File: src/rv_settings.svh
`ifndef RV_SETTINGS_SVH
`define RV_SETTINGS_SVH

`define XLEN            64
`define INST_LEN        32

// major opcodes used by this stage.
`define OP_LOAD         7'b0000011
`define OP_STORE        7'b0100011
`define OP_SYSTEM       7'b1110011

// machine mode csr addresses.
`define CSR_MTVEC       12'h305
`define CSR_MSCRATCH    12'h340
`define CSR_MEPC        12'h341
`define CSR_MCAUSE      12'h342

`define MCAUSE_ECALL    64'd11

`endif

File: src/rv_pkg.sv
`include "rv_settings.svh"

package rv_pkg;

    // load/store view, bits 11:7 carry imm[4:0] on a store.
    typedef struct packed {
        logic [6:0] funct7;
        logic [4:0] rs2;
        logic [4:0] rs1;
        logic [2:0] funct3;
        logic [4:0] rd;
        logic [6:0] opcode;
    } mem_view_t;

    // system view, rs1 doubles as zimm.
    typedef struct packed {
        logic [11:0] csr;
        logic [4:0]  rs1;
        logic [2:0]  funct3;
        logic [4:0]  rd;
        logic [6:0]  opcode;
    } csr_view_t;

    typedef union packed {
        mem_view_t mem;
        csr_view_t csr;
    } instr_u;

    // encoding follows funct3, bit 2 selects zero extension.
    typedef enum logic [2:0] {
        MEM_B  = 3'b000,
        MEM_H  = 3'b001,
        MEM_W  = 3'b010,
        MEM_D  = 3'b011,
        MEM_BU = 3'b100,
        MEM_HU = 3'b101,
        MEM_WU = 3'b110,
        MEM_DU = 3'b111
    } mem_op_e;

    typedef struct packed {
        logic             rd_en;
        logic             wr_en;
        mem_op_e          op;
        logic [`XLEN-1:0] wr_data;
    } ls_req_t;

    typedef struct packed {
        logic [`XLEN-1:0]   addr;
        logic               rd_en;
        logic               wr_en;
        logic [`XLEN-1:0]   wr_data;
        logic [`XLEN/8-1:0] wr_mask;
        logic [2:0]         wr_size;
        logic [2:0]         rd_size;
    } sram_req_t;

endpackage

File: src/ls_ctr.sv
`timescale 1ns/10ps
`include "rv_settings.svh"

module ls_ctr (
    input  rv_pkg::instr_u   instr_i,
    input  rv_pkg::instr_u   instr_last_i,
    input  logic [`XLEN-1:0] rs2_i,
    input  logic [`XLEN-1:0] wb_data_i,
    output rv_pkg::ls_req_t  req_o
);

    logic       is_load;
    logic       is_store;
    logic       last_is_store;
    logic [4:0] last_rd;
    logic [4:0] store_rs2;
    logic       fwd;

    assign is_load  = (instr_i.mem.opcode == `OP_LOAD);
    assign is_store = (instr_i.mem.opcode == `OP_STORE);

    // a store ahead of us has no rd, its bits 11:7 are immediate.
    assign last_is_store = (instr_last_i.mem.opcode == `OP_STORE);
    assign last_rd       = instr_last_i.mem.rd;
    assign store_rs2     = instr_i.mem.rs2;

    // x0 never holds a result worth forwarding.
    assign fwd = !last_is_store
              && (last_rd != 5'd0)
              && (last_rd == store_rs2);

    always_comb begin
        req_o.rd_en = is_load;
        req_o.wr_en = is_store;
        req_o.op    = rv_pkg::mem_op_e'(instr_i.mem.funct3);
        if (fwd) begin
            req_o.wr_data = wb_data_i;
        end else begin
            req_o.wr_data = rs2_i;
        end
    end

endmodule

File: src/lsu.sv
`timescale 1ns/10ps
`include "rv_settings.svh"

module lsu (
    input  logic                clk,
    input  logic                rst_n_i,
    input  logic                stall_n_i,
    input  logic [`XLEN-1:0]    addr_i,
    input  rv_pkg::ls_req_t     req_i,
    input  logic                rd_valid_i,
    input  logic                wr_ok_i,
    input  logic [`XLEN-1:0]    rd_data_i,
    output rv_pkg::sram_req_t   sram_req_o,
    output logic [`XLEN-1:0]    ls_res_o,
    output logic                ls_not_ok_o
);

    typedef enum logic [1:0] {
        ST_IDLE,
        ST_WAIT,
        ST_DONE
    } state_e;

    state_e             state_q;
    state_e             state_d;
    logic               mem_req;
    logic               issue;
    logic               resp;
    logic               rd_en_q;
    logic               wr_en_q;
    logic [1:0]         size;
    logic [`XLEN/8-1:0] size_mask;
    logic [`XLEN-1:0]   addr_q;
    logic [`XLEN-1:0]   wr_data_q;
    logic [`XLEN/8-1:0] wr_mask_q;
    rv_pkg::mem_op_e    op_q;
    logic [`XLEN-1:0]   rd_shifted;
    logic [`XLEN-1:0]   rd_ext;

    assign mem_req = req_i.rd_en | req_i.wr_en;
    assign resp    = rd_valid_i | wr_ok_i;
    assign issue   = (state_q == ST_IDLE) && mem_req && stall_n_i;

    always_comb begin
        state_d = state_q;
        case (state_q)
            ST_IDLE: begin
                if (issue) begin
                    state_d = ST_WAIT;
                end
            end
            // the sram does not hold its answer, so it is taken even under stall.
            ST_WAIT: begin
                if (resp) begin
                    state_d = ST_DONE;
                end
            end
            // same instruction is still at the input until upstream moves on.
            ST_DONE: begin
                if (stall_n_i) begin
                    state_d = ST_IDLE;
                end
            end
            default: state_d = ST_IDLE;
        endcase
    end

    always_ff @(posedge clk or negedge rst_n_i) begin
        if (!rst_n_i) begin
            state_q <= ST_IDLE;
            rd_en_q <= 1'b0;
            wr_en_q <= 1'b0;
        end else begin
            state_q <= state_d;
            rd_en_q <= issue & req_i.rd_en;
            wr_en_q <= issue & req_i.wr_en;
        end
    end

    // log2 of the access size in bytes.
    assign size = req_i.op[1:0];

    always_comb begin
        case (size)
            2'd0:    size_mask = 8'h01;
            2'd1:    size_mask = 8'h03;
            2'd2:    size_mask = 8'h0f;
            default: size_mask = 8'hff;
        endcase
    end

    always_ff @(posedge clk) begin
        if (issue) begin
            addr_q    <= addr_i;
            wr_data_q <= req_i.wr_data << {addr_i[2:0], 3'b000};
            wr_mask_q <= req_i.wr_en ? (size_mask << addr_i[2:0]) : '0;
            op_q      <= req_i.op;
        end
    end

    always_comb begin
        sram_req_o.addr    = addr_q;
        sram_req_o.rd_en   = rd_en_q;
        sram_req_o.wr_en   = wr_en_q;
        sram_req_o.wr_data = wr_data_q;
        sram_req_o.wr_mask = wr_mask_q;
        sram_req_o.wr_size = {1'b0, op_q[1:0]};
        sram_req_o.rd_size = {1'b0, op_q[1:0]};
    end

    // move the addressed bytes down to lane 0.
    assign rd_shifted = rd_data_i >> {addr_q[2:0], 3'b000};

    always_comb begin
        case (op_q)
            rv_pkg::MEM_B:  rd_ext = {{(`XLEN-8){rd_shifted[7]}}, rd_shifted[7:0]};
            rv_pkg::MEM_H:  rd_ext = {{(`XLEN-16){rd_shifted[15]}}, rd_shifted[15:0]};
            rv_pkg::MEM_W:  rd_ext = {{(`XLEN-32){rd_shifted[31]}}, rd_shifted[31:0]};
            rv_pkg::MEM_BU: rd_ext = {{(`XLEN-8){1'b0}}, rd_shifted[7:0]};
            rv_pkg::MEM_HU: rd_ext = {{(`XLEN-16){1'b0}}, rd_shifted[15:0]};
            rv_pkg::MEM_WU: rd_ext = {{(`XLEN-32){1'b0}}, rd_shifted[31:0]};
            default:        rd_ext = rd_shifted;
        endcase
    end

    always_ff @(posedge clk) begin
        if ((state_q == ST_WAIT) && rd_valid_i) begin
            ls_res_o <= rd_ext;
        end
    end

    assign ls_not_ok_o = ((state_q == ST_IDLE) && mem_req) || (state_q == ST_WAIT);

endmodule

File: src/csr_unit.sv
`timescale 1ns/10ps
`include "rv_settings.svh"

module csr_unit (
    input  logic             clk,
    input  logic             rst_n_i,
    input  logic             stall_n_i,
    input  logic [`XLEN-1:0] pc_i,
    input  rv_pkg::instr_u   instr_i,
    input  logic [`XLEN-1:0] wr_data_i,
    input  logic             trap_i,
    output logic [`XLEN-1:0] csr_data_o,
    output logic [`XLEN-1:0] mtvec_o,
    output logic [`XLEN-1:0] mepc_o
);

    // funct3[1:0], the immediate forms share them.
    localparam logic [1:0] CSR_RW = 2'b01;
    localparam logic [1:0] CSR_RS = 2'b10;
    localparam logic [1:0] CSR_RC = 2'b11;

    logic             is_csr;
    logic [11:0]      csr_addr;
    logic [1:0]       csr_op;
    logic [`XLEN-1:0] new_val;
    logic [`XLEN-1:0] mtvec_q;
    logic [`XLEN-1:0] mepc_q;
    logic [`XLEN-1:0] mcause_q;
    logic [`XLEN-1:0] mscratch_q;

    assign csr_addr = instr_i.csr.csr;
    assign csr_op   = instr_i.csr.funct3[1:0];
    assign is_csr   = (instr_i.csr.opcode == `OP_SYSTEM) && (csr_op != 2'b00);

    // old value, visible in the same cycle.
    always_comb begin
        case (csr_addr)
            `CSR_MTVEC:    csr_data_o = mtvec_q;
            `CSR_MEPC:     csr_data_o = mepc_q;
            `CSR_MCAUSE:   csr_data_o = mcause_q;
            `CSR_MSCRATCH: csr_data_o = mscratch_q;
            default:       csr_data_o = '0;
        endcase
    end

    always_comb begin
        case (csr_op)
            CSR_RW:  new_val = wr_data_i;
            CSR_RS:  new_val = csr_data_o | wr_data_i;
            CSR_RC:  new_val = csr_data_o & ~wr_data_i;
            default: new_val = csr_data_o;
        endcase
    end

    always_ff @(posedge clk or negedge rst_n_i) begin
        if (!rst_n_i) begin
            mtvec_q    <= '0;
            mepc_q     <= '0;
            mcause_q   <= '0;
            mscratch_q <= '0;
        end else if (stall_n_i) begin
            if (trap_i) begin
                // trap wins over any csr write in the same cycle.
                mepc_q   <= pc_i;
                mcause_q <= `MCAUSE_ECALL;
            end else if (is_csr) begin
                case (csr_addr)
                    `CSR_MTVEC:    mtvec_q    <= new_val;
                    `CSR_MEPC:     mepc_q     <= new_val;
                    `CSR_MCAUSE:   mcause_q   <= new_val;
                    `CSR_MSCRATCH: mscratch_q <= new_val;
                    default: begin
                    end
                endcase
            end
        end
    end

    assign mtvec_o = mtvec_q;
    assign mepc_o  = mepc_q;

endmodule

File: src/ls_stage.sv
`timescale 1ns/10ps
`include "rv_settings.svh"

module ls_stage (
    input  logic              clk,
    input  logic              rst_n_i,
    input  logic [`XLEN-1:0]  pc_i,
    input  rv_pkg::instr_u    instr_i,
    input  logic [`XLEN-1:0]  alures_i,
    input  logic [`XLEN-1:0]  rs2_i,
    input  rv_pkg::instr_u    instr_last_i,
    input  logic [`XLEN-1:0]  wb_data_i,
    input  logic              trap_i,
    input  logic              stall_n_i,
    output logic [`XLEN-1:0]  ls_res_o,
    output logic              ls_not_ok_o,
    output logic [`XLEN-1:0]  csr_data_o,
    output logic [`XLEN-1:0]  mtvec_o,
    output logic [`XLEN-1:0]  mepc_o,
    output rv_pkg::sram_req_t sram_req_o,
    input  logic              rd_valid_i,
    input  logic              wr_ok_i,
    input  logic [`XLEN-1:0]  rd_data_i
);

    rv_pkg::ls_req_t ls_req;

    ls_ctr ls_ctr_u (
        .instr_i      (instr_i),
        .instr_last_i (instr_last_i),
        .rs2_i        (rs2_i),
        .wb_data_i    (wb_data_i),
        .req_o        (ls_req)
    );

    // alures carries the effective address for memory instructions.
    lsu lsu_u (
        .clk         (clk),
        .rst_n_i     (rst_n_i),
        .stall_n_i   (stall_n_i),
        .addr_i      (alures_i),
        .req_i       (ls_req),
        .rd_valid_i  (rd_valid_i),
        .wr_ok_i     (wr_ok_i),
        .rd_data_i   (rd_data_i),
        .sram_req_o  (sram_req_o),
        .ls_res_o    (ls_res_o),
        .ls_not_ok_o (ls_not_ok_o)
    );

    csr_unit csr_u (
        .clk        (clk),
        .rst_n_i    (rst_n_i),
        .stall_n_i  (stall_n_i),
        .pc_i       (pc_i),
        .instr_i    (instr_i),
        .wr_data_i  (alures_i),
        .trap_i     (trap_i),
        .csr_data_o (csr_data_o),
        .mtvec_o    (mtvec_o),
        .mepc_o     (mepc_o)
    );

endmodule

File: config.mk
export PLATFORM = sky130hd
export DESIGN_NAME = ls_stage
export DESIGN_NICKNAME = d
export VERILOG_FILES = /design/src/rv_pkg.sv /design/src/ls_ctr.sv /design/src/lsu.sv /design/src/csr_unit.sv /design/src/ls_stage.sv
export VERILOG_INCLUDE_DIRS = /design/src /design/src/src
export SDC_FILE = /design/constraint.sdc
export NUM_CORES = 1
export LEC_CHECK = 0
export ABC_AREA = 1
export CORE_AREA = 2 2 308 310
export CTS_CLUSTER_SIZE = 30
export DETAILED_ROUTE_END_ITERATION = 16
export DIE_AREA = 0 0 310 312
export DONT_BUFFER_PORTS = 1
export PLACE_DENSITY = 0.5
export SKIP_CTS_REPAIR_TIMING = 1
export SLEW_MARGIN = 15
export SYNTH_ARGS = -nofsm -noshare
export SYNTH_HDL_FRONTEND = slang
export SYNTH_HIERARCHICAL = 1
export SYNTH_SLANG_ARGS = --single-unit
File: constraint.sdc
create_clock -name clk -period 4.2 [get_ports clk]
set_input_delay 0.21 -clock clk [delete_from_list [all_inputs] [get_ports clk]]
set_output_delay 0.21 -clock clk [all_outputs]
set_load 0.005 [all_outputs]
=== Word-level counts from Yosys, hierarchy flattened ===
Cells that the tools add are included.

* $add $sub $neg: 0
* $mul: 0
* Div/mod/pow operators: 0
* $lt $le $gt $ge: 0
* Equality and inequality tests: 22
* Shift-type cells: 3
* Muxes and demuxes: 15
* Bitwise gates (word level): 8
* Reduce and logical (&&, ||, !) cells: 21

{| class="wikitable"
|+ Operators by type and width
! operator !! number
|-
| 64-bit 2-to-1 mux || 7
|-
| 64-bit case mux with 6 select lines || 1
|-
| 64-bit case mux with 4 select lines || 1
|-
| 64-bit case mux with 3 select lines || 1
|-
| 64-bit AND || 1
|-
| 64-bit NOT || 1
|-
| 64-bit bitwise OR || 1
|-
| 64-bit by 6-bit << shifter with 64-bit output || 1
|-
| 64-bit by 6-bit right shift with 64-bit output || 1
|-
| 12-bit by 10-bit == test with 1-bit output, second input constant || 4
|-
| 8-bit case mux with 3 select lines || 1
|-
| 7-bit by 6-bit == test with 1-bit output, second input constant || 2
|-
| 3-bit == test, second input constant || 3
|-
| 3-bit AND reduction || 3
|-
| 4-bit AND reduction || 2
|-
| 2-bit nonzero test || 4
|-
| 8-bit by 3-bit << shifter with 8-bit output || 1
|-
| 7-bit by 2-bit == test with 1-bit output, second input constant || 1
|-
| 7-bit == test, second input constant || 1
|-
| 2-bit == test, second input constant || 3
|-
| 1-bit logical AND || 6
|-
| 2-bit 2-to-1 mux || 3
|-
| 2-bit case mux with 3 select lines || 1
|-
| 5-bit == test || 1
|-
| 13 further kinds || 18
|}

* Register bits: 463
* Latch bits: 0
* RAM bits: 0
* Memory bits (read-only): 0
* Input port bits: 390
* Output and inout port bits: 401
* Word-level logic and storage cells: 81
* Memories: 0

=== Longest topological paths before layout ===
* Depth in word-level cells: 7
* Depth in mapped cells: 16
* Depth with buffers taken out: 15

=== Modules after synthesis ===
Netlist, hierarchy kept.

{| class="wikitable"
|+ Modules (own cells, without submodules)
! module !! instances !! cells each !! area each (um2) !! seq. area each (um2)
|-
| csr_unit || 1 || 2,056 || 14,290.0 || 6,406.1
|-
| lsu || 1 || 1,100 || 10,551.4 || 6,195.9
|-
| ls_ctr || 1 || 275 || 1,312.5 || 0.0
|}

=== Least setup slack after synthesis ===
No wires, ideal clock.

* Kind: input to register
* From: input port instr_i[3] (netlist name)
* To: register lsu_u.addr_q[0] (enable)
* Setup time: 492 ps
* Arrival time: 3,693 ps
* Required time: 3,708 ps
* Path slack: 15 ps
* Cell stages on the path: 8
* Path buffers: 1
* Cell sequence: nor2_1 > nand3_1 > nor4b_1 > buf_4 > inv_1 > nand2_1 > nand4_1 > inv_1

* Cells in the longest elaborated chain, start to end: 4
* Elaborated cells between the ends (all ways): 5
* Classes of those cells: 2 x eq/ne; 1 x bitwise; 2 x reduce/logical

{| class="wikitable"
|+ RTL lines
! item !! line !! text
|-
| start: declaration || ls_stage.sv:8 || <nowiki>input rv_pkg::instr_u instr_i,</nowiki>
|-
| 7-bit by 6-bit == test with 1-bit output (no source line) || -- ||
|-
| net ls_ctr_u.is_store || ls_ctr.sv:13 || <nowiki>logic is_store;</nowiki>
|-
| 1-bit bitwise OR || lsu.sv:40 || <nowiki>assign mem_req = req_i.rd_en | req_i.wr_en;</nowiki>
|-
| 1-bit logical AND (2 in a row) || lsu.sv:42 || <nowiki>assign issue = (state_q == ST_IDLE) && mem_req && stall_n_i;</nowiki>
|-
| net lsu_u.issue || lsu.sv:27 || <nowiki>logic issue;</nowiki>
|-
| end signal: assignment || lsu.sv:94 || <nowiki>addr_q <= addr_i;</nowiki>
|-
| end: declaration || lsu.sv:33 || <nowiki>logic [`XLEN-1:0] addr_q;</nowiki>
|}

The timed path passes the listed nets, and every way through them passes these cells.
A chain may end at the register's enable or synchronous reset.

=== Worst setup path after layout ===
* From: register lsu_u.addr_q[1]
* To: register lsu_u.ls_res_o[4] (data pin)

* Cells in the longest elaborated chain, start to end: 2

{| class="wikitable"
|+ RTL lines
! item !! line !! text
|-
| 64-bit by 6-bit right shift with 64-bit output || lsu.sv:112 || <nowiki>assign rd_shifted = rd_data_i >> {addr_q[2:0], 3'b000};</nowiki>
|-
| 64-bit case mux with 6 select lines || lsu.sv:115 || <nowiki>case (op_q)</nowiki>
|-
| net lsu_u.rd_ext[4] || lsu.sv:38 || <nowiki>logic [`XLEN-1:0] rd_ext;</nowiki>
|-
| end signal: assignment || lsu.sv:128 || <nowiki>ls_res_o <= rd_ext;</nowiki>
|-
| end: declaration || lsu.sv:14 || <nowiki>output logic [`XLEN-1:0] ls_res_o,</nowiki>
|}

The timed path passes the listed nets, and every way through them passes these cells.

==> flow_summary.yaml <==
yosys:
  syn-instance-count: 3431
  yosysSeqAreaShare: 0.482
  synth-seq-cells: 463
  ys.flop_type: "dfrtp_1"
  async_flop_share: 0.562
  synth_edf_count: 203
  syn-cell-area_um2: 26200
  synth_area_per_cell_um2: 7.62
  synth_cell_types: 44
  ys_warn_count: 6
placement:
  dp_hpwl_um: 78000
  io_buffers: 0
  place.gp.congestion: 0.944
  dp.cells: 4486
  place_area_um2: 26800
worst_setup_path:
  ff2ff_path_depth: 8
  worst_path_max_delay_cell: "edfxtp_1"
  reg2reg_to: "lsu_u/ls_res_o[4]"
  max_stage_delay_ns: 0.60
  cp.arrival_ns: 4.04
  crit_buf_inv: 5
  cp.required_ns: 4.60
  worstPathMaxFanout: 57
  path_delay_family: "buffers and inverters"
  crit_path_start_kind: "flip-flop"
  worstSetupPathType: "reg -> reg"
  path_cells: "inv_2 -> buf_4 -> nand3_1 -> dlygate4sd3_1 -> nand3_1 -> dlygate4sd3_1 -> nand2_1 -> dlygate4sd3_1"
  rr_startpoint: "lsu_u/addr_q[1]"
  crit_path_frequent_cell: "dlygate4sd3_1"
  end_kind: "flip-flop"
  reg2reg_setup_slack_ns: 0.56
global_route:
  grt_use_total: 0.231
  grt_util_met3: 0.0831
  met1_usage: 0.285
  first_global_vias: 22915
  grt_pass1_wl_um: 165000
  overflow: 0
  met2_usage: 0.370
  top_usage_layer: "met2"
  grt_antenna_before_repair: 19
  grt_max_degree: 261
sta:
  timing.fmax_ghz: 0.274
  fin_crit_ns: 3.64
  fin_skew_ns: 0.0241
  worstMarginPinSlew_ns: 1.05
  maxSlewViolCount: 0
  fin_setup_tns_ns: 0
  hold-worst-slack_ns: -0.770
  finalHoldViolCount: 265
  setup_viol: 0
  relSlewSlack: 0.300
  fin_crit_sh: 0.868
  rsz0062_at_grt: "no"
route:
  num_vias: 25113
  initialDrtViolationCount: 2247
  routed_wl_um: 120000
  ant_nets: 0
  drcViolationCount: 0
  viasPerCell: 5.24
  routedWlPerCell_um: 25.0
  dr.pass1.iters: 8
finish:
  syn_to_final_growth_pct: 17.5
  stdcell_count: 4794
  drive_gt1_frac: 0.0635
  fill_cells: 9945
  layout.nets: 3867
  fin_area_um2: 30700
min_path:
  holdCritPathClass: "in -> async"
flow_run:
  maxCapViolations: 0
clock_network:
  htree_levels: 2
  cts_root_buf: "clkbuf_16"
  cts_sinks: 463
  path_clk_slew_ns: 0.06
  numCtsBuffers: 57
  clockBufferDepth: 3
  tritoncts: "yes"
  clock_latency_ns: 0.68
run_status:
  violations: "negative hold slack"
  status: "finished with violations"
floorplanning:
  fp.dieW_um: 310
  std_cell_rows: 112
  die_height_um: 312
  die-area_um2: 96700
  coreArea_um2: 93000
  start_util: 0.281
  io-pin-count: 791
power:
  power_density_nw_per_um2: 374
  leakage_nw: 14.8
  vdd.ir_drop.worst_uv: 345
[placed cells by master (no fill, tap or decap), types with 3 or more instances in the layout]
master / netlist / final
nor2_1: 80 / 76
inv_1: 189 / 186
o21bai_1: 3 / 3
nor2_2: 4 / 3
nand3_4: 1 / 3
nand2_1: 1335 / 1334
nand3_2: 5 / 5
buf_16: 0 / 3
nand4_1: 89 / 89
clkbuf_16: 0 / 58
inv_6: 0 / 6
nor2_4: 3 / 8
nand2_2: 17 / 18
mux2i_1: 26 / 26
o21ai_0: 183 / 183
dlygate4sd3_1: 0 / 181
o21ai_1: 131 / 131
or2_2: 7 / 7
or2_1: 7 / 7
clkbuf_8: 6 / 6
edfxtp_1: 203 / 203
nand3_1: 435 / 433
clkbuf_1: 77 / 9
dfrtp_1: 260 / 260
buf_12: 0 / 6
inv_2: 9 / 9
diode_2: 0 / 14
nand4_2: 10 / 10
nor3_1: 6 / 6
o211ai_1: 21 / 21
clkinv_2: 0 / 13
a21oi_1: 136 / 136
clkinv_1: 2 / 8
clkinvlp_4: 0 / 5
buf_4: 38 / 47
bufinv_16: 0 / 5
[logic make-up after synthesis]
group                  Yosys count  synth area share
AO/OA/AOI/OAI                  480            0.0946
buffers and inverters          452            0.0834
flip-flops                     463             0.482
multiplexers                    26           0.00995
other                            1          0.000143
AND/OR/NAND/NOR               2009             0.330
[worst register-to-register path: stages (launching register included)]
cell and delay, ns:
edfxtp_1 0.60, inv_2 0.24, buf_4 0.53, nand3_1 0.18, dlygate4sd3_1 0.60, nand3_1 0.08, dlygate4sd3_1 0.56, nand2_1 0.06
dlygate4sd3_1 0.56
[cell usage after synthesis (3+ instances only)]
cell | n | area share
o211ai_1 | 21 | 0.0060
nand4_2 | 10 | 0.0048
nor2_2 | 4 | 0.00096
buf_2 | 98 | 0.019
buf_6 | 18 | 0.0077
nor2_4 | 3 | 0.0013
nand4_1 | 89 | 0.021
nand3_1 | 435 | 0.083
nor2_1 | 80 | 0.011
mux2i_1 | 26 | 0.010
inv_1 | 189 | 0.027
a21oi_1 | 136 | 0.026
edfxtp_1 | 203 | 0.23
o21bai_1 | 3 | 0.00086
nand2_2 | 17 | 0.0041
o21ai_1 | 131 | 0.025
nand2_1 | 1335 | 0.19
dfrtp_1 | 260 | 0.25
inv_2 | 9 | 0.0013
nor3_1 | 6 | 0.0011
buf_4 | 38 | 0.011
or2_1 | 7 | 0.0017
clkbuf_8 | 6 | 0.0032
o21ai_0 | 183 | 0.035
buf_1 | 12 | 0.0017
nand3_2 | 5 | 0.0019
clkbuf_1 | 77 | 0.011
or2_2 | 7 | 0.0017
[stage by stage]
stage	power, mW	util	setup WS [ns]
after global placement	6.12	0.288	1.46
final	11.5	0.330	0.556
after CTS	11.4	0.309	1.51
after global routing	12.0	0.330	0.403
after detailed placement	6.13	0.288	1.43
after floorplan	5.84	-	0.0150
[final cells by class]
cell class | count | area (µm²) | area share
timing repair buffer | 237 | 2370 | 0.0770
sequential | 463 | 12600 | 0.410
antenna | 14 | 35.0 | 0.00114
clock buffer | 73 | 1570 | 0.0510
inverter | 201 | 764 | 0.0249
multi-input combinational | 2517 | 11500 | 0.373
tap | 1254 | 1570 | 0.0510
clock inverter | 35 | 378 | 0.0123
[how the worst max path moves through the flow]
stage	to	start	cells past startpoint
final	lsu_u/ls_res_o[4]	lsu_u/addr_q[1]	8
after floorplan	lsu_u/addr_q[0]	instr_i[3]	8
after global routing	lsu_u/ls_res_o[3]	lsu_u/addr_q[1]	8
after detailed placement	csr_u/mscratch_q[59]	trap_i	7
after global placement	csr_u/mscratch_q[30]	trap_i	7
after CTS	lsu_u/ls_res_o[18]	lsu_u/op_q[0]	7
[power breakdown]
part | total (mW) | switching (mW) | internal, mW
logic | 1.16 | 0.754 | 0.402
registers | 5.14 | 0.222 | 4.92
clock network | 5.20 | 2.23 | 2.97
total | 11.5 | 3.21 | 8.29
[registers in the layout, summed over array words and instances (netlist names)]
register,cells
lsu_u/state_q,2
lsu_u/addr_q,64
csr_u/mcause_q,64
csr_u/mtvec_o,64
lsu_u/wr_en_q,1
lsu_u/wr_data_q,64
csr_u/mepc_o,64
csr_u/mscratch_q,64
lsu_u/rd_en_q,1
lsu_u/op_q,3
lsu_u/ls_res_o,64
lsu_u/wr_mask_q,8
[routing by layer]
layer	share of wire	up-vias
met5	0.00051	-
met4	0.036	8
met3	0.11	226
met2	0.46	1262
met1	0.39	12108
li1	-	11509
No activity file was read; power rests on OpenSTA's default activity.
